<file path="config.mk">
export PLATFORM = sky130hd
export DESIGN_NAME = spmd_subsystem
export DESIGN_NICKNAME = d
export VERILOG_FILES = /design/src/mc_noc_pkg.sv /design/src/spmd_loader_pkg.sv /design/src/program_rom.sv /design/src/spmd_loader.sv /design/src/noc_link_fifo.sv /design/src/tile_array.sv /design/src/spmd_subsystem.sv
export VERILOG_INCLUDE_DIRS = /design/src /design/src/src
export SDC_FILE = /design/constraint.sdc
export NUM_CORES = 1
export LEC_CHECK = 0
export BUFFER_PORTS_ARGS = -buffer_cell sky130_fd_sc_hd__clkbuf_2
export CAP_MARGIN = 30
export CELL_PAD_IN_SITES_DETAIL_PLACEMENT = 0
export CELL_PAD_IN_SITES_GLOBAL_PLACEMENT = 2
export CORE_MARGIN = 1.5
export CORE_UTILIZATION = 47
export CTS_CLUSTER_DIAMETER = 150
export DETAILED_ROUTE_END_ITERATION = 8
export PLACE_DENSITY = 0.83
export SLEW_MARGIN = 20
export SYNTH_ARGS = -nofsm -noshare
export SYNTH_HDL_FRONTEND = slang
export SYNTH_SLANG_ARGS = --single-unit
</file>
<file path="constraint.sdc">
create_clock -name clk_i -period 4.8 [get_ports clk_i]
set_clock_uncertainty 0.2 [all_clocks]
set_input_delay 0.48 -clock clk_i [delete_from_list [all_inputs] [get_ports clk_i]]
set_output_delay 0.48 -clock clk_i [all_outputs]
set_load 0.02 [all_outputs]
</file>
<file path="src/spmd_params.svh">
`ifndef SPMD_PARAMS_SVH
`define SPMD_PARAMS_SVH

// mesh shape
`define NUM_ROWS 2
`define NUM_COLS 2
`define NUM_TILES (`NUM_ROWS * `NUM_COLS)

// program image, loaded into every tile
`define MEM_SIZE_BYTES 64
`define MEM_WORDS 16 // MEM_SIZE_BYTES / 4

`define DATA_WIDTH 32
`define ADDR_WIDTH 12 // byte address width

// byte address of the word patched with the tile number
`define TILE_ID_PTR 8

// coordinate widths for a 2x2 mesh
`define X_WIDTH 1
`define Y_WIDTH 1

`endif

</file>
<file path="src/program.hex">
// one 32-bit instruction word per line, word address 0 to 15, word 2 holds the tile id
00000013
00100093
ffffffff
00812103
00110193
00218233
fe0212e3
00402283
00528333
00602023
0000006f
00000013
0ff00393
00739463
00000013
0000006f
</file>
<file path="src/mc_noc_pkg.sv">
`include "spmd_params.svh"

package mc_noc_pkg;

  // tile coordinates
  typedef logic [`X_WIDTH-1:0] x_cord_t;
  typedef logic [`Y_WIDTH-1:0] y_cord_t;

  // network opcodes
  typedef enum logic [1:0]
  {
    op_store = 2'd1, // write a word into instruction memory
    op_cfg   = 2'd2  // write a tile control register
  } mc_op_e;

  // control register word addresses for op_cfg
  typedef enum logic [`ADDR_WIDTH-3:0]
  {
    cfg_freeze = 0,
    cfg_arb    = 1
  } cfg_reg_e;

  // request packet, 46 bits for the default sizes
  typedef struct packed
  {
    mc_op_e                  op;
    logic [`ADDR_WIDTH-3:0]  addr;   // word address
    logic [`DATA_WIDTH-1:0]  data;
    x_cord_t                 x_cord;
    y_cord_t                 y_cord;
  } mc_packet_s;

endpackage

</file>
<file path="src/spmd_loader_pkg.sv">
package spmd_loader_pkg;

  // loader sequence
  // store image words into every tile, then clear the freeze bits,
  // then put the arbiters in static mode, then stop
  typedef enum logic [1:0]
  {
    ph_load,     // op_store of the image, tile by tile
    ph_unfreeze, // op_cfg to cfg_freeze
    ph_arb_cfg,  // op_cfg to cfg_arb
    ph_done      // nothing left to send
  } loader_phase_e;

endpackage

</file>
<file path="src/program_rom.sv">
`timescale 1ns/10ps

`include "spmd_params.svh"

module program_rom
  (
    input  logic [$clog2(`MEM_WORDS)-1:0] rd_addr_i, // word address
    output logic [`DATA_WIDTH-1:0]        rd_data_o
  );

  logic [`DATA_WIDTH-1:0] rom [`MEM_WORDS];

  // image shared by every tile
  initial
  begin
    $readmemh("/design/src/program.hex", rom);
  end

  assign rd_data_o = rom[rd_addr_i]; // async read in the same cycle

endmodule

</file>
<file path="src/spmd_loader.sv">
`timescale 1ns/10ps

`include "spmd_params.svh"

module spmd_loader
  (
    input  logic                          clk_i,
    input  logic                          reset_i,
    output logic [$clog2(`MEM_WORDS)-1:0] rom_addr_o,
    input  logic [`DATA_WIDTH-1:0]        rom_data_i,
    output mc_noc_pkg::mc_packet_s        pkt_o,
    output logic                          pkt_v_o,
    input  logic                          pkt_ready_i,
    input  logic                          link_empty_i,
    output logic                          done_o
  );

  import mc_noc_pkg::*;
  import spmd_loader_pkg::*;

  localparam int TILE_W = $clog2(`NUM_TILES);
  localparam int WORD_W = $clog2(`MEM_WORDS);
  localparam logic [WORD_W-1:0] ID_WORD = WORD_W'(`TILE_ID_PTR / 4);

  loader_phase_e      phase_r, phase_n;
  logic [TILE_W-1:0]  tile_r, tile_n;
  logic [WORD_W-1:0]  word_r, word_n;
  logic               v_r;
  logic               xfer;
  logic               tile_last;
  logic               word_last;
  x_cord_t            x_cord;
  y_cord_t            y_cord;

  assign xfer      = v_r & pkt_ready_i;
  assign tile_last = (tile_r == TILE_W'(`NUM_TILES - 1));
  assign word_last = (word_r == WORD_W'(`MEM_WORDS - 1));

  // linear tile number to mesh position, row major
  assign x_cord = x_cord_t'(tile_r % `NUM_COLS);
  assign y_cord = y_cord_t'(tile_r / `NUM_COLS);

  assign rom_addr_o = word_r;
  assign pkt_v_o    = v_r;
  assign done_o     = (phase_r == ph_done) & link_empty_i; // last write has left the link

  // counters move only when the link takes the packet
  always_comb
  begin
    phase_n = phase_r;
    tile_n  = tile_r;
    word_n  = word_r;
    if (xfer)
    begin
      case (phase_r)
        ph_load:
        begin
          word_n = word_r + 1'b1; // wraps after the last word
          if (word_last)
          begin
            tile_n = tile_last ? '0 : tile_r + 1'b1;
            if (tile_last)
              phase_n = ph_unfreeze;
          end
        end
        ph_unfreeze:
        begin
          tile_n = tile_last ? '0 : tile_r + 1'b1;
          if (tile_last)
            phase_n = ph_arb_cfg;
        end
        ph_arb_cfg:
        begin
          tile_n = tile_last ? '0 : tile_r + 1'b1;
          if (tile_last)
            phase_n = ph_done;
        end
        default: ;
      endcase
    end
  end

  always_ff @(posedge clk_i)
  begin
    if (reset_i)
    begin
      phase_r <= ph_load;
      tile_r  <= '0;
      word_r  <= '0;
      v_r     <= 1'b0;
    end
    else
    begin
      phase_r <= phase_n;
      tile_r  <= tile_n;
      word_r  <= word_n;
      v_r     <= (phase_n != ph_done);
    end
  end

  // packet follows the counters, so it holds until taken
  always_comb
  begin
    pkt_o.x_cord = x_cord;
    pkt_o.y_cord = y_cord;
    case (phase_r)
      ph_load:
      begin
        pkt_o.op   = op_store;
        pkt_o.addr = (`ADDR_WIDTH-2)'(word_r);
        // each tile's copy carries its own id at the tile-id word
        pkt_o.data = (word_r == ID_WORD) ? `DATA_WIDTH'(tile_r) : rom_data_i;
      end
      ph_unfreeze:
      begin
        pkt_o.op   = op_cfg;
        pkt_o.addr = cfg_freeze;
        pkt_o.data = '0; // release the core
      end
      default:
      begin
        pkt_o.op   = op_cfg;
        pkt_o.addr = cfg_arb;
        pkt_o.data = '0; // static arbitration
      end
    endcase
  end

endmodule

</file>
<file path="src/noc_link_fifo.sv">
`timescale 1ns/10ps

module noc_link_fifo
  (
    input  logic                   clk_i,
    input  logic                   reset_i,
    input  mc_noc_pkg::mc_packet_s in_pkt_i,
    input  logic                   in_v_i,
    output logic                   ready_o,
    output mc_noc_pkg::mc_packet_s out_pkt_o,
    output logic                   out_v_o,
    input  logic                   out_ready_i,
    output logic                   empty_o
  );

  import mc_noc_pkg::*;

  mc_packet_s  buf_r [2];
  logic        wr_ptr_r;
  logic        rd_ptr_r;
  logic [1:0]  count_r;
  logic        push;
  logic        pop;

  assign ready_o = (count_r != 2'd2); // accept while not full
  assign out_v_o = (count_r != 2'd0);
  assign empty_o = (count_r == 2'd0);

  assign push = in_v_i & ready_o;
  assign pop  = out_v_o & out_ready_i;

  assign out_pkt_o = buf_r[rd_ptr_r]; // head entry

  always_ff @(posedge clk_i)
  begin
    if (push)
      buf_r[wr_ptr_r] <= in_pkt_i;
  end

  always_ff @(posedge clk_i)
  begin
    if (reset_i)
    begin
      wr_ptr_r <= 1'b0;
      rd_ptr_r <= 1'b0;
      count_r  <= 2'd0;
    end
    else
    begin
      if (push)
        wr_ptr_r <= ~wr_ptr_r;
      if (pop)
        rd_ptr_r <= ~rd_ptr_r;
      case ({push, pop})
        2'b10:   count_r <= count_r + 2'd1;
        2'b01:   count_r <= count_r - 2'd1;
        default: count_r <= count_r; // both or neither
      endcase
    end
  end

endmodule

</file>
<file path="src/tile_array.sv">
`timescale 1ns/10ps

`include "spmd_params.svh"

module tile_array
  (
    input  logic                          clk_i,
    input  logic                          reset_i,
    input  mc_noc_pkg::mc_packet_s        pkt_i,
    input  logic                          v_i,
    input  logic                          stall_i,   // network congestion
    output logic                          ready_o,
    output logic [`NUM_TILES-1:0]         frozen_o,
    output logic [`NUM_TILES-1:0]         arb_dynamic_o,
    input  logic [$clog2(`NUM_TILES)-1:0] rd_tile_i,
    input  logic [$clog2(`MEM_WORDS)-1:0] rd_word_i,
    output logic [`DATA_WIDTH-1:0]        rd_data_o
  );

  import mc_noc_pkg::*;

  localparam int TILE_W = $clog2(`NUM_TILES);
  localparam int WORD_W = $clog2(`MEM_WORDS);

  // all instruction memories back to back, tile-major
  logic [`DATA_WIDTH-1:0] imem_r [`NUM_TILES * `MEM_WORDS];
  logic [`NUM_TILES-1:0]  frozen_r;
  logic [`NUM_TILES-1:0]  arb_dyn_r;
  logic [TILE_W-1:0]      dst_tile;
  logic [WORD_W-1:0]      dst_word;
  logic                   we;

  assign ready_o = ~stall_i;
  assign we      = v_i & ~stall_i;

  // destination tile from its mesh coordinates
  assign dst_tile = TILE_W'(pkt_i.y_cord * `NUM_COLS + pkt_i.x_cord);
  assign dst_word = pkt_i.addr[WORD_W-1:0];

  always_ff @(posedge clk_i)
  begin
    if (we && pkt_i.op == op_store)
      imem_r[{dst_tile, dst_word}] <= pkt_i.data;
  end

  always_ff @(posedge clk_i)
  begin
    if (reset_i)
    begin
      frozen_r  <= '1; // cores held until the image is in
      arb_dyn_r <= '1;
    end
    else if (we && pkt_i.op == op_cfg)
    begin
      case (cfg_reg_e'(pkt_i.addr))
        cfg_freeze: frozen_r[dst_tile]  <= pkt_i.data[0];
        cfg_arb:    arb_dyn_r[dst_tile] <= pkt_i.data[0];
        default: ; // unknown registers are ignored
      endcase
    end
  end

  assign frozen_o      = frozen_r;
  assign arb_dynamic_o = arb_dyn_r;

  // readback port for checking
  assign rd_data_o = imem_r[{rd_tile_i, rd_word_i}];

endmodule

</file>
<file path="src/spmd_subsystem.sv">
`timescale 1ns/10ps

`include "spmd_params.svh"

module spmd_subsystem
  (
    input  logic                          clk_i,
    input  logic                          reset_i,
    input  logic                          stall_i,
    input  logic [$clog2(`NUM_TILES)-1:0] rd_tile_i,
    input  logic [$clog2(`MEM_WORDS)-1:0] rd_word_i,
    output logic [`DATA_WIDTH-1:0]        rd_data_o,
    output logic [`NUM_TILES-1:0]         frozen_o,
    output logic [`NUM_TILES-1:0]         arb_dynamic_o,
    output logic                          done_o
  );

  import mc_noc_pkg::*;

  logic [$clog2(`MEM_WORDS)-1:0] rom_addr;
  logic [`DATA_WIDTH-1:0]        rom_data;
  mc_packet_s                    ld_pkt;    // loader to link
  logic                          ld_v;
  logic                          link_ready;
  mc_packet_s                    link_pkt;  // link to mesh
  logic                          link_v;
  logic                          mesh_ready;
  logic                          link_empty;

  program_rom program_rom_inst
    (
      .rd_addr_i (rom_addr),
      .rd_data_o (rom_data)
    );

  spmd_loader spmd_loader_inst
    (
      .clk_i        (clk_i),
      .reset_i      (reset_i),
      .rom_addr_o   (rom_addr),
      .rom_data_i   (rom_data),
      .pkt_o        (ld_pkt),
      .pkt_v_o      (ld_v),
      .pkt_ready_i  (link_ready),
      .link_empty_i (link_empty),
      .done_o       (done_o)
    );

  noc_link_fifo noc_link_fifo_inst
    (
      .clk_i       (clk_i),
      .reset_i     (reset_i),
      .in_pkt_i    (ld_pkt),
      .in_v_i      (ld_v),
      .ready_o     (link_ready),
      .out_pkt_o   (link_pkt),
      .out_v_o     (link_v),
      .out_ready_i (mesh_ready),
      .empty_o     (link_empty)
    );

  tile_array tile_array_inst
    (
      .clk_i         (clk_i),
      .reset_i       (reset_i),
      .pkt_i         (link_pkt),
      .v_i           (link_v),
      .stall_i       (stall_i),
      .ready_o       (mesh_ready),
      .frozen_o      (frozen_o),
      .arb_dynamic_o (arb_dynamic_o),
      .rd_tile_i     (rd_tile_i),
      .rd_word_i     (rd_word_i),
      .rd_data_o     (rd_data_o)
    );

endmodule

</file>
==> impl_metrics.json <==
{
  "status": "finished, final reports clean",
  "die_w_um": 129,
  "post_cts_buffers": 0,
  "grt_pass1_wl_mm": 21.8,
  "drt-pass1-iter-count": 4,
  "fp-row-count": 46,
  "clkLatencyLatePin_ns": 0.42,
  "synth.top_cell.area_share": 0.592,
  "ys.flop_type": "edfxtp_1",
  "hold_violations": 0,
  "yosysMostFrequentCell": "edfxtp_1",
  "hpwl_mm": 9.17,
  "grt_max_degree": 45,
  "num_antenna_cells": 0,
  "min_to": "spmd_loader_inst.rom_addr_o[1]",
  "start_util": 0.476,
  "synth.largest_area_cell": "edfxtp_1",
  "detailedPlace.worstSlack_ns": 1.50,
  "path_clk_slew_ns": 0.06,
  "path_class": "input port to primary output",
  "overflow": 0,
  "routed_wl_mm": 14.0,
  "hold_depth": 2,
  "yosysWarnings": 0,
  "vias_per_cell": 5.42,
  "crit_family": "buffers and inverters",
  "grt_usage": 0.178,
  "cts_tree": "built",
  "cp-start-kind": "input port",
  "synth_commonest_cells": "148 x edfxtp_1, 80 x nor2_1, 31 x buf_4",
  "antenna_found_initial": 0,
  "vias": 4135,
  "wl_per_cell_um": 18.4,
  "drt_iter0_markers": 290,
  "drc_errors": 0,
  "synth_async_sr_flop_share": 0,
  "cts_buffers": 17,
  "fin_nets": 553,
  "h-tree-depth": 4,
  "setup_viol": 0,
  "setup_tns_ns": 0,
  "cp_max_fo": 33,
  "grt_pass1_vias": 4171,
  "power.leakage_nw": 2.73,
  "crit_arrival_ns": 2.58,
  "critPathBufInv": 2,
  "rsz0062_at_grt": "false",
  "period_needed_ns": 3.26,
  "ys_ff_latch": 170,
  "yosys.cell_types.count": 51,
  "cellPowerDensity_nw_per_um2": 446,
  "hold_buffers": 0,
  "min-delay-path-class": "input port to flop",
  "crit_path_end_kind": "primary output",
  "peakVddDrop_uv": 274,
  "reg2reg_depth": 4,
  "fillers": 1359,
  "synth_area_leaders": "edfxtp_1 59%, mux4_2 6.3%, dfxtp_1 5.9%, nor2_1 4.0%, mux4_1 3.1%",
  "synthCells": 512,
  "portBuffers": 19,
  "crit_top_cell": "clkbuf_2",
  "critPathMaxStageDelay_ns": 0.65,
  "cpMaxStageDelayCell": "clkbuf_2",
  "layout_setup_ws_ns": 1.54,
  "yosysSeqAreaShare": 0.650,
  "rrSetupSlack_ns": 1.99,
  "fmax_ghz": 0.307,
  "finalWeightedCongestion": 0.777,
  "fin_crit_sh": 0.678,
  "dieArea_um2": 16800,
  "drive_above_1_share": 0.163,
  "die_h_um": 129,
  "hp-start": "reset_i",
  "path_cells": "clkbuf_2 -> mux4_2 -> a22oi_1 -> o311ai_1 -> o211ai_1 -> o31ai_1 -> clkbuf_2",
  "io_pins": 50,
  "required_ns": 4.12,
  "tightest_slew_ns": 0.878,
  "syn_to_final_growth_pct": 9.88,
  "slew_violations": 0,
  "drv_cap": 0,
  "clockBufferDepth": 2,
  "netlist_area_um2": 7510,
  "cts-root-buf": "clkbuf_16",
  "regToRegEndpoint": "tile_array_inst.imem_r[24][1]",
  "syn_area_per_cell_um2": 14.7,
  "synth_edf_count": 148,
  "numClockSinks": 170,
  "cts_resized": 0,
  "core_area_um2": 15800,
  "ant_nets": 0,
  "slew_headroom": 0.415
}
## registers in the layout, indices dropped and copies added (netlist names), named ones only
signal and flops:
spmd_loader_inst.pkt_v_o 1, noc_link_fifo_inst.buf_r 20, tile_array_inst.frozen_o 4, spmd_loader_inst.phase_r 2, noc_link_fifo_inst.count_r 2, noc_link_fifo_inst.wr_ptr_r 1, noc_link_fifo_inst.rd_ptr_r 1, tile_array_inst.imem_r 128
spmd_loader_inst.rom_addr_o 4, tile_array_inst.arb_dynamic_o 4, spmd_loader_inst.tile_r 2
## metal layers
| metal | wire, um | vias up | global-route usage |
|---|---|---|---|
| met5 | 0 | - | 0 |
| met4 | 312 | 0 | 0.0614 |
| met3 | 465 | 26 | 0.0500 |
| met2 | 7130 | 97 | 0.308 |
| met1 | 6110 | 2094 | 0.216 |
| li1 | - | 1918 | - |
## power by group
part,internal (mW),switching [mW]
Clock,0.762,0.536
Sequential,1.79,0.0548
Combinational,0.156,0.384
Total,2.70,0.975
## cells by family after synthesis
family	count (synthesis)	synth area share
simple gates	166	0.101
fa+ha+maj	9	0.0150
buf+inv	60	0.0525
compound gates	49	0.0481
other cells	1	0.000499
flops	170	0.650
xor+xnor	6	0.00700
mux	51	0.126
## layout make-up
class | count | area, um2 | area share
clock inverter | 11 | 121 | 0.0147
timing repair buffer | 22 | 150 | 0.0182
multi-input combinational | 311 | 2340 | 0.284
sequential | 170 | 4880 | 0.592
inverter | 13 | 48.8 | 0.00591
tap | 216 | 270 | 0.0327
clock buffer | 20 | 437 | 0.0529
## placed cells by master (no fill, tap or decap), types with 4 or more instances in the layout
cell type,n
o21ai_0,8
nor2b_1,8
or3_1,5
nor2_1,80
nand2_1,29
inv_1,12
edfxtp_1,148
a21oi_1,5
nor3_1,11
clkbuf_2,19
conb_1,30
a22oi_1,5
clkbuf_16,17
o22ai_1,5
mux2i_1,11
mux4_2,21
nor3b_1,4
ha_1,9
mux2_2,9
xnor2_1,4
mux4_1,9
o21ai_2,4
and2_1,6
dfxtp_1,22
nand3_1,9
nand2b_1,6
## worst max path at each step
stage                  from           end  slack [ns]  cells past startpoint
2_1_floorplan  rd_word_i[1]  rd_data_o[0]        2.25                      7
3_3_place_gp   rd_word_i[0]  rd_data_o[0]        1.53                      6
3_5_place_dp   rd_word_i[0]  rd_data_o[0]        1.50                      6
4_1_cts        rd_word_i[1]  rd_data_o[1]        1.50                      7
5_1_grt        rd_word_i[1]  rd_data_o[1]        1.36                      7
6_report       rd_word_i[1]  rd_data_o[1]        1.54                      7
## metrics by stage
| stage | std cells | util | hold WS [ns] | cell area, um2 | power [mW] |
|---|---|---|---|---|---|
| 6_report | 763 | 0.523 | 0.238 | 8250 | 3.68 |
| 5_1_grt | 763 | 0.523 | 0.254 | 8250 | 3.83 |
| 4_1_cts | 762 | 0.522 | 0.228 | 8230 | 3.71 |
| 3_5_place_dp | 731 | 0.486 | 0.265 | 7670 | 2.41 |
| 3_3_place_gp | 730 | 0.485 | 0.259 | 7650 | 2.39 |
| 2_1_floorplan | 541 | - | 0.262 | 7620 | 2.26 |
Power figures use the tool's default switching activity.
